[config.mk]
export PLATFORM = sky130hd
export DESIGN_NAME = ata_disk_ctrl
export DESIGN_NICKNAME = d
export VERILOG_FILES = /design/src/rtl/ata_pkg.sv /design/src/rtl/ata_pio_cycle.sv /design/src/rtl/ata_sector_reader.sv /design/src/rtl/ata_host_regs.sv /design/src/rtl/sector_buffer.sv /design/src/rtl/ata_disk_ctrl.sv
export SDC_FILE = /design/constraint.sdc
export NUM_CORES = 2
export LEC_CHECK = 0
export BUFFER_PORTS_ARGS = -buffer_cell sky130_fd_sc_hd__buf_4
export CORE_AREA = 2 2 536 538
export CTS_BUF_LIST = sky130_fd_sc_hd__clkbuf_8
export CTS_CLUSTER_DIAMETER = 100
export DETAILED_ROUTE_END_ITERATION = 12
export DIE_AREA = 0 0 538 540
export PLACE_DENSITY = 0.75
export SETUP_SLACK_MARGIN = 0.4
export SLEW_MARGIN = 40
export SYNTH_ARGS = -nofsm -noshare
export SYNTH_HDL_FRONTEND = slang
export SYNTH_HIERARCHICAL = 1
export SYNTH_SLANG_ARGS = --single-unit
[constraint.sdc]
create_clock -name clk -period 10.6 [get_ports clk]
set_input_delay 2.12 -clock clk [delete_from_list [all_inputs] [get_ports clk]]
set_output_delay 2.12 -clock clk [all_outputs]
set_load 0.005 [all_outputs]
[src/rtl/ata_pkg.sv]
// ATA task-file constants shared by the PIO sector reader.
// Register addresses, command codes, status bits and host register map.
`default_nettype none

package ata_pkg;

   // chip selects {cs1, cs0} followed by the register number
   localparam int ata_addr_w = 5;

   // command block is selected with cs0 low
   localparam logic [ata_addr_w-1:0] tf_data       = {2'b10, 3'd0};
   localparam logic [ata_addr_w-1:0] tf_seccnt     = {2'b10, 3'd2};
   localparam logic [ata_addr_w-1:0] tf_lba0       = {2'b10, 3'd3};
   localparam logic [ata_addr_w-1:0] tf_lba1       = {2'b10, 3'd4};
   localparam logic [ata_addr_w-1:0] tf_lba2       = {2'b10, 3'd5};
   localparam logic [ata_addr_w-1:0] tf_device     = {2'b10, 3'd6};
   localparam logic [ata_addr_w-1:0] tf_cmd_status = {2'b10, 3'd7};

   localparam logic [7:0] cmd_read_sectors = 8'h20;

   // LBA addressing, master drive
   localparam logic [3:0] device_lba_mode = 4'hE;

   // status byte bits
   localparam int st_bsy = 7;
   localparam int st_drq = 3;
   localparam int st_err = 0;

   localparam int sector_words = 256;

   // host register map
   localparam logic [2:0] reg_ctrl   = 3'd0;
   localparam logic [2:0] reg_lba_lo = 3'd1;
   localparam logic [2:0] reg_lba_hi = 3'd2;
   localparam logic [2:0] reg_status = 3'd3;

endpackage

`default_nettype wire

[src/rtl/ata_pio_cycle.sv]
// IDE PIO register cycle engine.
// Runs one read or write on the IDE bus with a stretched strobe,
// a fixed recovery time and a done pulse at the end.
`timescale 1ns/1ps
`default_nettype none

module ata_pio_cycle #(
   parameter logic [5:0] strobe_cycles = 6'd13
) (
   input  wire logic                           clk,
   input  wire logic                           reset,
   input  wire logic                           ata_rd,
   input  wire logic                           ata_wr,
   input  wire logic [ata_pkg::ata_addr_w-1:0] ata_addr,
   input  wire logic [15:0]                    ata_in,
   output logic      [15:0]                    ata_out,
   output logic                                ata_done,
   input  wire logic [15:0]                    ide_data_in,
   output logic      [15:0]                    ide_data_out,
   output logic                                ide_dior,
   output logic                                ide_diow,
   output logic      [1:0]                     ide_cs,
   output logic      [2:0]                     ide_da
);

   localparam logic [3:0] s_idle    = 4'd0;
   localparam logic [3:0] s_setup   = 4'd1;
   localparam logic [3:0] s_strobe  = 4'd2;
   localparam logic [3:0] s_release = 4'd3;
   localparam logic [3:0] s_rec0    = 4'd4;
   localparam logic [3:0] s_rec1    = 4'd5;
   localparam logic [3:0] s_rec2    = 4'd6;
   localparam logic [3:0] s_rec3    = 4'd7;
   localparam logic [3:0] s_rec4    = 4'd8;
   localparam logic [3:0] s_done    = 4'd9;

   logic [3:0]  state;
   logic [3:0]  state_next;
   logic [5:0]  strobe_cnt;
   logic        op_rd;
   logic        op_wr;
   logic        req_accept;
   logic [15:0] rd_word;

   assign req_accept = (state == s_idle) && (ata_rd || ata_wr);

   always_comb
   begin
      state_next = state;
      case (state)
         s_idle:    if (ata_rd || ata_wr) state_next = s_setup;
         s_setup:   state_next = s_strobe;
         s_strobe:  if (strobe_cnt == strobe_cycles) state_next = s_release;
         s_release: state_next = s_rec0;
         s_rec0:    state_next = s_rec1;
         s_rec1:    state_next = s_rec2;
         s_rec2:    state_next = s_rec3;
         s_rec3:    state_next = s_rec4;
         s_rec4:    state_next = s_done;
         default:   state_next = s_idle;
      endcase
   end

   always_ff @(posedge clk)
   begin
      if (reset)
         state <= s_idle;
      else
         state <= state_next;
   end

   // strobe length counter
   always_ff @(posedge clk)
   begin
      if (reset)
         strobe_cnt <= '0;
      else if (state == s_setup)
         strobe_cnt <= '0;
      else if (state == s_strobe)
         strobe_cnt <= strobe_cnt + 6'd1;
   end

   // the request is only a one-cycle pulse, so remember its direction
   always_ff @(posedge clk)
   begin
      if (reset)
      begin
         op_rd <= 1'b0;
         op_wr <= 1'b0;
      end
      else if (req_accept)
      begin
         op_rd <= ata_rd;
         op_wr <= ata_wr;
      end
   end

   // all bus pins come straight from flops
   always_ff @(posedge clk)
   begin
      if (reset)
      begin
         ide_dior <= 1'b1;
         ide_diow <= 1'b1;
         ide_cs   <= 2'b11;
         ide_da   <= 3'b111;
      end
      else if (req_accept)
      begin
         ide_cs <= ata_addr[ata_pkg::ata_addr_w-1 -: 2];
         ide_da <= ata_addr[2:0];
      end
      else if (state == s_setup)
      begin
         ide_dior <= ~op_rd;
         ide_diow <= ~op_wr;
      end
      else if (state == s_release)
      begin
         ide_dior <= 1'b1;
         ide_diow <= 1'b1;
         ide_cs   <= 2'b11;
         ide_da   <= 3'b111;
      end
   end

   // write data held for the whole cycle
   always_ff @(posedge clk)
   begin
      if (req_accept)
         ide_data_out <= ata_in;
   end

   // last sample before release wins
   always_ff @(posedge clk)
   begin
      if (state == s_strobe && op_rd)
         rd_word <= ide_data_in;
   end

   assign ata_out  = rd_word;
   assign ata_done = (state == s_done);

endmodule

`default_nettype wire

[src/rtl/ata_sector_reader.sv]
// Sector read sequencer.
// Loads the task file, issues READ SECTORS, polls status and
// moves the 256 data words into the sector buffer.
`timescale 1ns/1ps
`default_nettype none

module ata_sector_reader (
   input  wire logic                           clk,
   input  wire logic                           reset,
   input  wire logic                           start,
   input  wire logic [27:0]                    lba,
   output logic                                busy,
   output logic                                finish,
   output logic                                failed,
   output logic                                ata_rd,
   output logic                                ata_wr,
   output logic      [ata_pkg::ata_addr_w-1:0] ata_addr,
   output logic      [15:0]                    ata_in,
   input  wire logic [15:0]                    ata_out,
   input  wire logic                           ata_done,
   output logic                                wr_en,
   output logic      [7:0]                     wr_addr,
   output logic      [15:0]                    wr_data
);

   localparam logic [2:0] st_idle      = 3'd0;
   localparam logic [2:0] st_wr_req    = 3'd1;
   localparam logic [2:0] st_wr_wait   = 3'd2;
   localparam logic [2:0] st_poll_req  = 3'd3;
   localparam logic [2:0] st_poll_wait = 3'd4;
   localparam logic [2:0] st_xfer_req  = 3'd5;
   localparam logic [2:0] st_xfer_wait = 3'd6;

   // six task-file writes, the command goes last
   localparam logic [2:0] tf_last = 3'd5;

   logic [2:0]                     state;
   logic [2:0]                     tf_step;
   logic [7:0]                     word_idx;
   logic [27:0]                    lba_q;
   logic [ata_pkg::ata_addr_w-1:0] tf_addr;
   logic [15:0]                    tf_value;
   logic                           status_err;
   logic                           status_ready;
   logic                           last_word;

   // ERR and DRQ only mean something once BSY has dropped
   assign status_err   = ~ata_out[ata_pkg::st_bsy] & ata_out[ata_pkg::st_err];
   assign status_ready = ~ata_out[ata_pkg::st_bsy] & ata_out[ata_pkg::st_drq];
   assign last_word    = (word_idx == 8'(ata_pkg::sector_words - 1));

   // task-file register and value for each setup step
   always_comb
   begin
      case (tf_step)
         3'd0:
         begin
            tf_addr  = ata_pkg::tf_seccnt;
            tf_value = 16'h0001;
         end
         3'd1:
         begin
            tf_addr  = ata_pkg::tf_lba0;
            tf_value = {8'h00, lba_q[7:0]};
         end
         3'd2:
         begin
            tf_addr  = ata_pkg::tf_lba1;
            tf_value = {8'h00, lba_q[15:8]};
         end
         3'd3:
         begin
            tf_addr  = ata_pkg::tf_lba2;
            tf_value = {8'h00, lba_q[23:16]};
         end
         3'd4:
         begin
            tf_addr  = ata_pkg::tf_device;
            tf_value = {8'h00, ata_pkg::device_lba_mode, lba_q[27:24]};
         end
         default:
         begin
            tf_addr  = ata_pkg::tf_cmd_status;
            tf_value = {8'h00, ata_pkg::cmd_read_sectors};
         end
      endcase
   end

   always_ff @(posedge clk)
   begin
      if (reset)
      begin
         state    <= st_idle;
         tf_step  <= '0;
         word_idx <= '0;
      end
      else
      begin
         case (state)
            st_idle:
               if (start)
               begin
                  tf_step <= '0;
                  state   <= st_wr_req;
               end
            st_wr_req:
               state <= st_wr_wait;
            st_wr_wait:
               if (ata_done)
               begin
                  if (tf_step == tf_last)
                     state <= st_poll_req;
                  else
                  begin
                     tf_step <= tf_step + 3'd1;
                     state   <= st_wr_req;
                  end
               end
            st_poll_req:
               state <= st_poll_wait;
            st_poll_wait:
               if (ata_done)
               begin
                  if (status_err)
                     state <= st_idle;
                  else if (status_ready)
                  begin
                     word_idx <= '0;
                     state    <= st_xfer_req;
                  end
                  else
                     state <= st_poll_req;
               end
            st_xfer_req:
               state <= st_xfer_wait;
            st_xfer_wait:
               if (ata_done)
               begin
                  word_idx <= word_idx + 8'd1;
                  state    <= last_word ? st_idle : st_xfer_req;
               end
            default:
               state <= st_idle;
         endcase
      end
   end

   always_ff @(posedge clk)
   begin
      if (state == st_idle && start)
         lba_q <= lba;
   end

   assign busy   = (state != st_idle);
   assign ata_wr = (state == st_wr_req);
   assign ata_rd = (state == st_poll_req) || (state == st_xfer_req);

   always_comb
   begin
      if (state == st_poll_req || state == st_poll_wait)
         ata_addr = ata_pkg::tf_cmd_status;
      else if (state == st_xfer_req || state == st_xfer_wait)
         ata_addr = ata_pkg::tf_data;
      else
         ata_addr = tf_addr;
   end

   assign ata_in = tf_value;

   assign finish = ata_done && ((state == st_poll_wait && status_err) ||
                                (state == st_xfer_wait && last_word));
   assign failed = (state == st_poll_wait);

   // each data word lands in the buffer on its done pulse
   assign wr_en   = ata_done && (state == st_xfer_wait);
   assign wr_addr = word_idx;
   assign wr_data = ata_out;

endmodule

`default_nettype wire

[src/rtl/ata_host_regs.sv]
// Host register block for the sector reader.
// Holds the LBA, starts a read on go and keeps sticky done/error flags.
`timescale 1ns/1ps
`default_nettype none

module ata_host_regs (
   input  wire logic        clk,
   input  wire logic        reset,
   input  wire logic        host_wr,
   input  wire logic [2:0]  host_addr,
   input  wire logic [15:0] host_wdata,
   output logic      [15:0] host_rdata,
   output logic             start,
   output logic      [27:0] lba,
   input  wire logic        busy,
   input  wire logic        finish,
   input  wire logic        failed
);

   logic [15:0] lba_lo;
   logic [11:0] lba_hi;
   logic        done_flag;
   logic        err_flag;
   logic        go_accept;

   // a start still in flight counts as busy
   assign go_accept = host_wr && (host_addr == ata_pkg::reg_ctrl) && host_wdata[0] &&
                      !busy && !start;

   always_ff @(posedge clk)
   begin
      if (reset)
      begin
         lba_lo    <= '0;
         lba_hi    <= '0;
         start     <= 1'b0;
         done_flag <= 1'b0;
         err_flag  <= 1'b0;
      end
      else
      begin
         start <= go_accept;
         if (host_wr && host_addr == ata_pkg::reg_lba_lo)
            lba_lo <= host_wdata;
         if (host_wr && host_addr == ata_pkg::reg_lba_hi)
            lba_hi <= host_wdata[11:0];
         if (go_accept)
         begin
            done_flag <= 1'b0;
            err_flag  <= 1'b0;
         end
         else if (finish)
         begin
            done_flag <= 1'b1;
            err_flag  <= failed;
         end
      end
   end

   assign lba = {lba_hi, lba_lo};

   always_comb
   begin
      case (host_addr)
         ata_pkg::reg_lba_lo: host_rdata = lba_lo;
         ata_pkg::reg_lba_hi: host_rdata = {4'h0, lba_hi};
         ata_pkg::reg_status: host_rdata = {13'h0000, err_flag, done_flag, busy};
         default:             host_rdata = 16'h0000;
      endcase
   end

endmodule

`default_nettype wire

[src/rtl/sector_buffer.sv]
// One-sector data buffer.
// Simple dual-port RAM, written by the sequencer, read by the host.
`timescale 1ns/1ps
`default_nettype none

module sector_buffer (
   input  wire logic        clk,
   input  wire logic        wr_en,
   input  wire logic [7:0]  wr_addr,
   input  wire logic [15:0] wr_data,
   input  wire logic [7:0]  rd_addr,
   output logic      [15:0] rd_data
);

   logic [15:0] mem [ata_pkg::sector_words];

   always_ff @(posedge clk)
   begin
      if (wr_en)
         mem[wr_addr] <= wr_data;
   end

   // registered read port
   always_ff @(posedge clk)
   begin
      rd_data <= mem[rd_addr];
   end

endmodule

`default_nettype wire

[src/rtl/ata_disk_ctrl.sv]
// ATA PIO sector reader, top level.
// Connects the host registers, sequencer, IDE cycle engine and buffer.
`timescale 1ns/1ps
`default_nettype none

module ata_disk_ctrl #(
   parameter logic [5:0] strobe_cycles = 6'd13
) (
   input  wire logic        clk,
   input  wire logic        reset,
   input  wire logic        host_wr,
   input  wire logic [2:0]  host_addr,
   input  wire logic [15:0] host_wdata,
   output logic      [15:0] host_rdata,
   input  wire logic [7:0]  buf_addr,
   output logic      [15:0] buf_data,
   input  wire logic [15:0] ide_data_in,
   output logic      [15:0] ide_data_out,
   output logic             ide_dior,
   output logic             ide_diow,
   output logic      [1:0]  ide_cs,
   output logic      [2:0]  ide_da
);

   logic                           start;
   logic [27:0]                    lba;
   logic                           busy;
   logic                           finish;
   logic                           failed;
   logic                           ata_rd;
   logic                           ata_wr;
   logic [ata_pkg::ata_addr_w-1:0] ata_addr;
   logic [15:0]                    ata_in;
   logic [15:0]                    ata_out;
   logic                           ata_done;
   logic                           wr_en;
   logic [7:0]                     wr_addr;
   logic [15:0]                    wr_data;

   ata_host_regs regs_i (
      .clk        (clk),
      .reset      (reset),
      .host_wr    (host_wr),
      .host_addr  (host_addr),
      .host_wdata (host_wdata),
      .host_rdata (host_rdata),
      .start      (start),
      .lba        (lba),
      .busy       (busy),
      .finish     (finish),
      .failed     (failed)
   );

   ata_sector_reader reader_i (
      .clk      (clk),
      .reset    (reset),
      .start    (start),
      .lba      (lba),
      .busy     (busy),
      .finish   (finish),
      .failed   (failed),
      .ata_rd   (ata_rd),
      .ata_wr   (ata_wr),
      .ata_addr (ata_addr),
      .ata_in   (ata_in),
      .ata_out  (ata_out),
      .ata_done (ata_done),
      .wr_en    (wr_en),
      .wr_addr  (wr_addr),
      .wr_data  (wr_data)
   );

   ata_pio_cycle #(
      .strobe_cycles (strobe_cycles)
   ) pio_i (
      .clk          (clk),
      .reset        (reset),
      .ata_rd       (ata_rd),
      .ata_wr       (ata_wr),
      .ata_addr     (ata_addr),
      .ata_in       (ata_in),
      .ata_out      (ata_out),
      .ata_done     (ata_done),
      .ide_data_in  (ide_data_in),
      .ide_data_out (ide_data_out),
      .ide_dior     (ide_dior),
      .ide_diow     (ide_diow),
      .ide_cs       (ide_cs),
      .ide_da       (ide_da)
   );

   sector_buffer buf_i (
      .clk     (clk),
      .wr_en   (wr_en),
      .wr_addr (wr_addr),
      .wr_data (wr_data),
      .rd_addr (buf_addr),
      .rd_data (buf_data)
   );

endmodule

`default_nettype wire

==> flow_summary.yaml <==
worst_setup_path:
  crit_family: "buffers and inverters"
  crit_slowest_cell: "o31ai_2"
  crit_start: "buf_addr[0]"
  path_max_fanout: 77
  crit_buf_inv: 4
  cp-end-kind: "flop"
  timing.rr.start: "pio_i/state[0]"
  cp_data_required_time_ps: 11680
  r2r_setup_slack_ps: 6630
  crit_arrival_ps: 6480
  worst_path_most_repeated_cell: "buf_16"
  path_class: "in -> reg"
  reg2regPathDepth: 8
  startpoint_type: "input port"
  r2r-end: "buf_i/mem[23][7]"
  cp_cell_sequence: "buf_16 -> buf_16 -> buf_12 -> buf_4 -> mux2i_1 -> o221ai_1 -> a21oi_1 -> o31ai_2 -> o32ai_2 -> nor4_1"
  crit_path_max_incr_delay_ps: 800
  setup.worst_path.end: "buf_i/rd_data[10]"
  cp.depth: 10
power:
  power_mw: 32.23
  irDropWorstVdd_uv: 147.3
  power_density_nw_per_um2: 175.7
  p_leak_nw: 59.34
routing:
  vias: 85830
  drc: 0
  wl_um: 419200
  avgRoutedWirePerCell_um: 32.74
  postRouteAntennaNets: 0
  routed_via_density: 6.704
  drtIter0Drc: 13230
  detail_route.first_pass.iterations: 8
cts:
  ctsHoldBuffers: 0
  clockRootBuffer: "clkbuf_8"
  clk_pin_slew_ps: 60
  post_cts_resize_count: 0
  cts_setup_buffers: 0
  tritoncts: "done"
  cts.sinks: 4236
  cts_buffers: 650
  clk_path_buf_depth: 4
  htreeDepth: 6
  clk-insertion-delay-late_ps: 1230
die:
  boundaryPins: 101
  die_w_um: 538
  dieArea_um2: 290500
  rows: 196
  die_h_um: 540
  initial_core_util_pct: 57.84
  core_region_area_um2: 284500
final_layout:
  stdcell_count: 12800
  drive_gt1_share_pct: 26.08
  most-common-layout-cells: "edfxtp_1 (4,156), mux4_2 (797), clkbuf_8 (675)"
  final_common_cell: "edfxtp_1"
  syn2layout_area_growth_pct: 11.49
  final_area_um2: 183400
  layout.nets: 8593
  nFillCells: 18150
synth:
  syn_area_per_cell_um2: 20.86
  syn_inst: 7889
  ys.flop_type: "edfxtp_1"
  synth_warnings: 6
  synth_seq_cells: 4236
  netlist_area_um2: 164500
  ys_types: 81
  synth_edf_count: 4156
  ys_async_sr_fraction_pct: 0
  seq_area_frac_synth_pct: 76.83
sta:
  tightest_slew_ps: 1017
  finalHoldViolCount: 0
  worst_slew_margin_rel_pct: 31.99
  timing.setup.tns_ps: 0
  rsz0062_at_grt: "no"
  fmax_ghz: 0.1852
  period_needed_ps: 5400
  fin_crit_sh_pct: 50.94
  finalSetupViolations: 0
  skew_ps: 94.87
  drv_slew: 0
global_route:
  first_global_vias: 84720
  grt_first_pass_wirelength_um: 596600
  antenna_found_initial: 9
  grt_max_degree: 201
  grt_overflow: 0
  grt.total_usage_pct: 28.68
place:
  post-dp-hpwl_um: 242900
  place.gp.congestion: 0.8902
  place_area_um2: 171100
  port_buffers: 100
  place_inst: 11640
outcome:
  status: "finished, final reports clean"
job:
  drv_cap: 0
worst_hold_path:
  hp-class: "reg -> reg"
==> stage by stage <==
stage | util, % | setup WS, ps | hold slack [ps]
finish | 64.48 | 5200 | 455.3
global route | 64.48 | 4998 | 454.7
CTS | 64.35 | 5237 | 455.7
detailed placement | 60.14 | 3987 | 440.9
global placement | 59.89 | 3463 | 444.3
floorplan | - | 5771 | 423.2
==> cell type report <==
class	instances	area, µm²	share of cell area [%]
Antenna cell	8	20.02	0.01091
Clock buffer	671	9235	5.034
Clock inverter	475	2718	1.481
Inverter	23	98.84	0.05388
Multi-Input combinational cell	3125	35680	19.45
Sequential cell	4236	126400	68.91
Tap cell	3762	4707	2.566
Timing Repair Buffer	503	4579	2.496
==> cell usage after synthesis (24+ instances only) <==
cell type | number | area [µm²]
a22o_1 | 33 | 289.0
mux4_2 | 797 | 17950
buf_2 | 88 | 440.4
nand2b_1 | 49 | 306.5
mux2_2 | 88 | 991.0
nor3_1 | 102 | 510.5
nand4_1 | 29 | 181.4
buf_1 | 28 | 105.1
buf_4 | 57 | 427.9
clkbuf_1 | 243 | 912.1
o21ai_0 | 56 | 280.3
nand3_1 | 43 | 215.2
mux2i_1 | 599 | 5996
o31ai_1 | 24 | 180.2
dfxtp_1 | 80 | 1602
o22ai_1 | 148 | 925.9
a21oi_1 | 204 | 1021
nand2_1 | 51 | 191.4
edfxtp_1 | 4156 | 124800
a211oi_1 | 26 | 195.2
buf_6 | 80 | 900.9
a221oi_1 | 29 | 254.0
a22oi_1 | 47 | 352.8
o221ai_1 | 253 | 2216
nor2_1 | 330 | 1239
==> report_power, final <==
| part | internal [mW] | total [mW] | switching, mW | leakage (nW) |
|---|---|---|---|---|
| logic | 0.541 | 1.32 | 0.783 | 14.4 |
| registers | 18.1 | 18.2 | 0.0364 | 38.0 |
| clock network | 6.32 | 12.7 | 6.43 | 6.94 |
==> worst min-delay path by stage <==
stage | startpoint | to | slack (ps) | cells after the start
after floorplan | regs_i/lba_lo[12] | reader_i/lba_q[12] | 420 | 0
after global placement | regs_i/lba_lo[2] | reader_i/lba_q[2] | 440 | 0
after detailed placement | regs_i/lba_hi[2] | reader_i/lba_q[18] | 440 | 0
after CTS | regs_i/lba_hi[2] | reader_i/lba_q[18] | 460 | 0
after global routing | regs_i/lba_hi[2] | reader_i/lba_q[18] | 450 | 0
final | regs_i/lba_hi[2] | reader_i/lba_q[18] | 460 | 0
==> kinds of logic after synthesis <==
kind of cell / count (synthesis) / synth area share (%)
AO/OA/AOI/OAI: 887 / 3.823
flip-flops: 4236 / 76.83
other: 2 / 0.004565
AND/OR/NAND/NOR: 730 / 2.185
multiplexers: 1484 / 15.16
buffers and inverters: 536 / 1.910
adder cells (fa/ha/maj): 8 / 0.06084
XOR/XNOR: 6 / 0.03194
==> state kept, by name (all words and copies together) (netlist names), 4 cells and up <==
register            count
regs_i/lba_hi          12
pio_i/ata_out          16
pio_i/ide_data_out     16
buf_i/mem            4096
pio_i/strobe_cnt        6
buf_i/rd_data          16
reader_i/wr_addr        8
regs_i/lba_lo          16
pio_i/state             4
reader_i/lba_q         28
==> metal layers <==
metal  vias up  wire (µm)  GRT usage, %
li1      34540          -             -
met1     44140     152900         40.35
met2      6191     194900         43.49
met3       948      53360         7.357
met4         4      18050         11.40
met5         -         33             0
(Power assumes the default switching activity.)
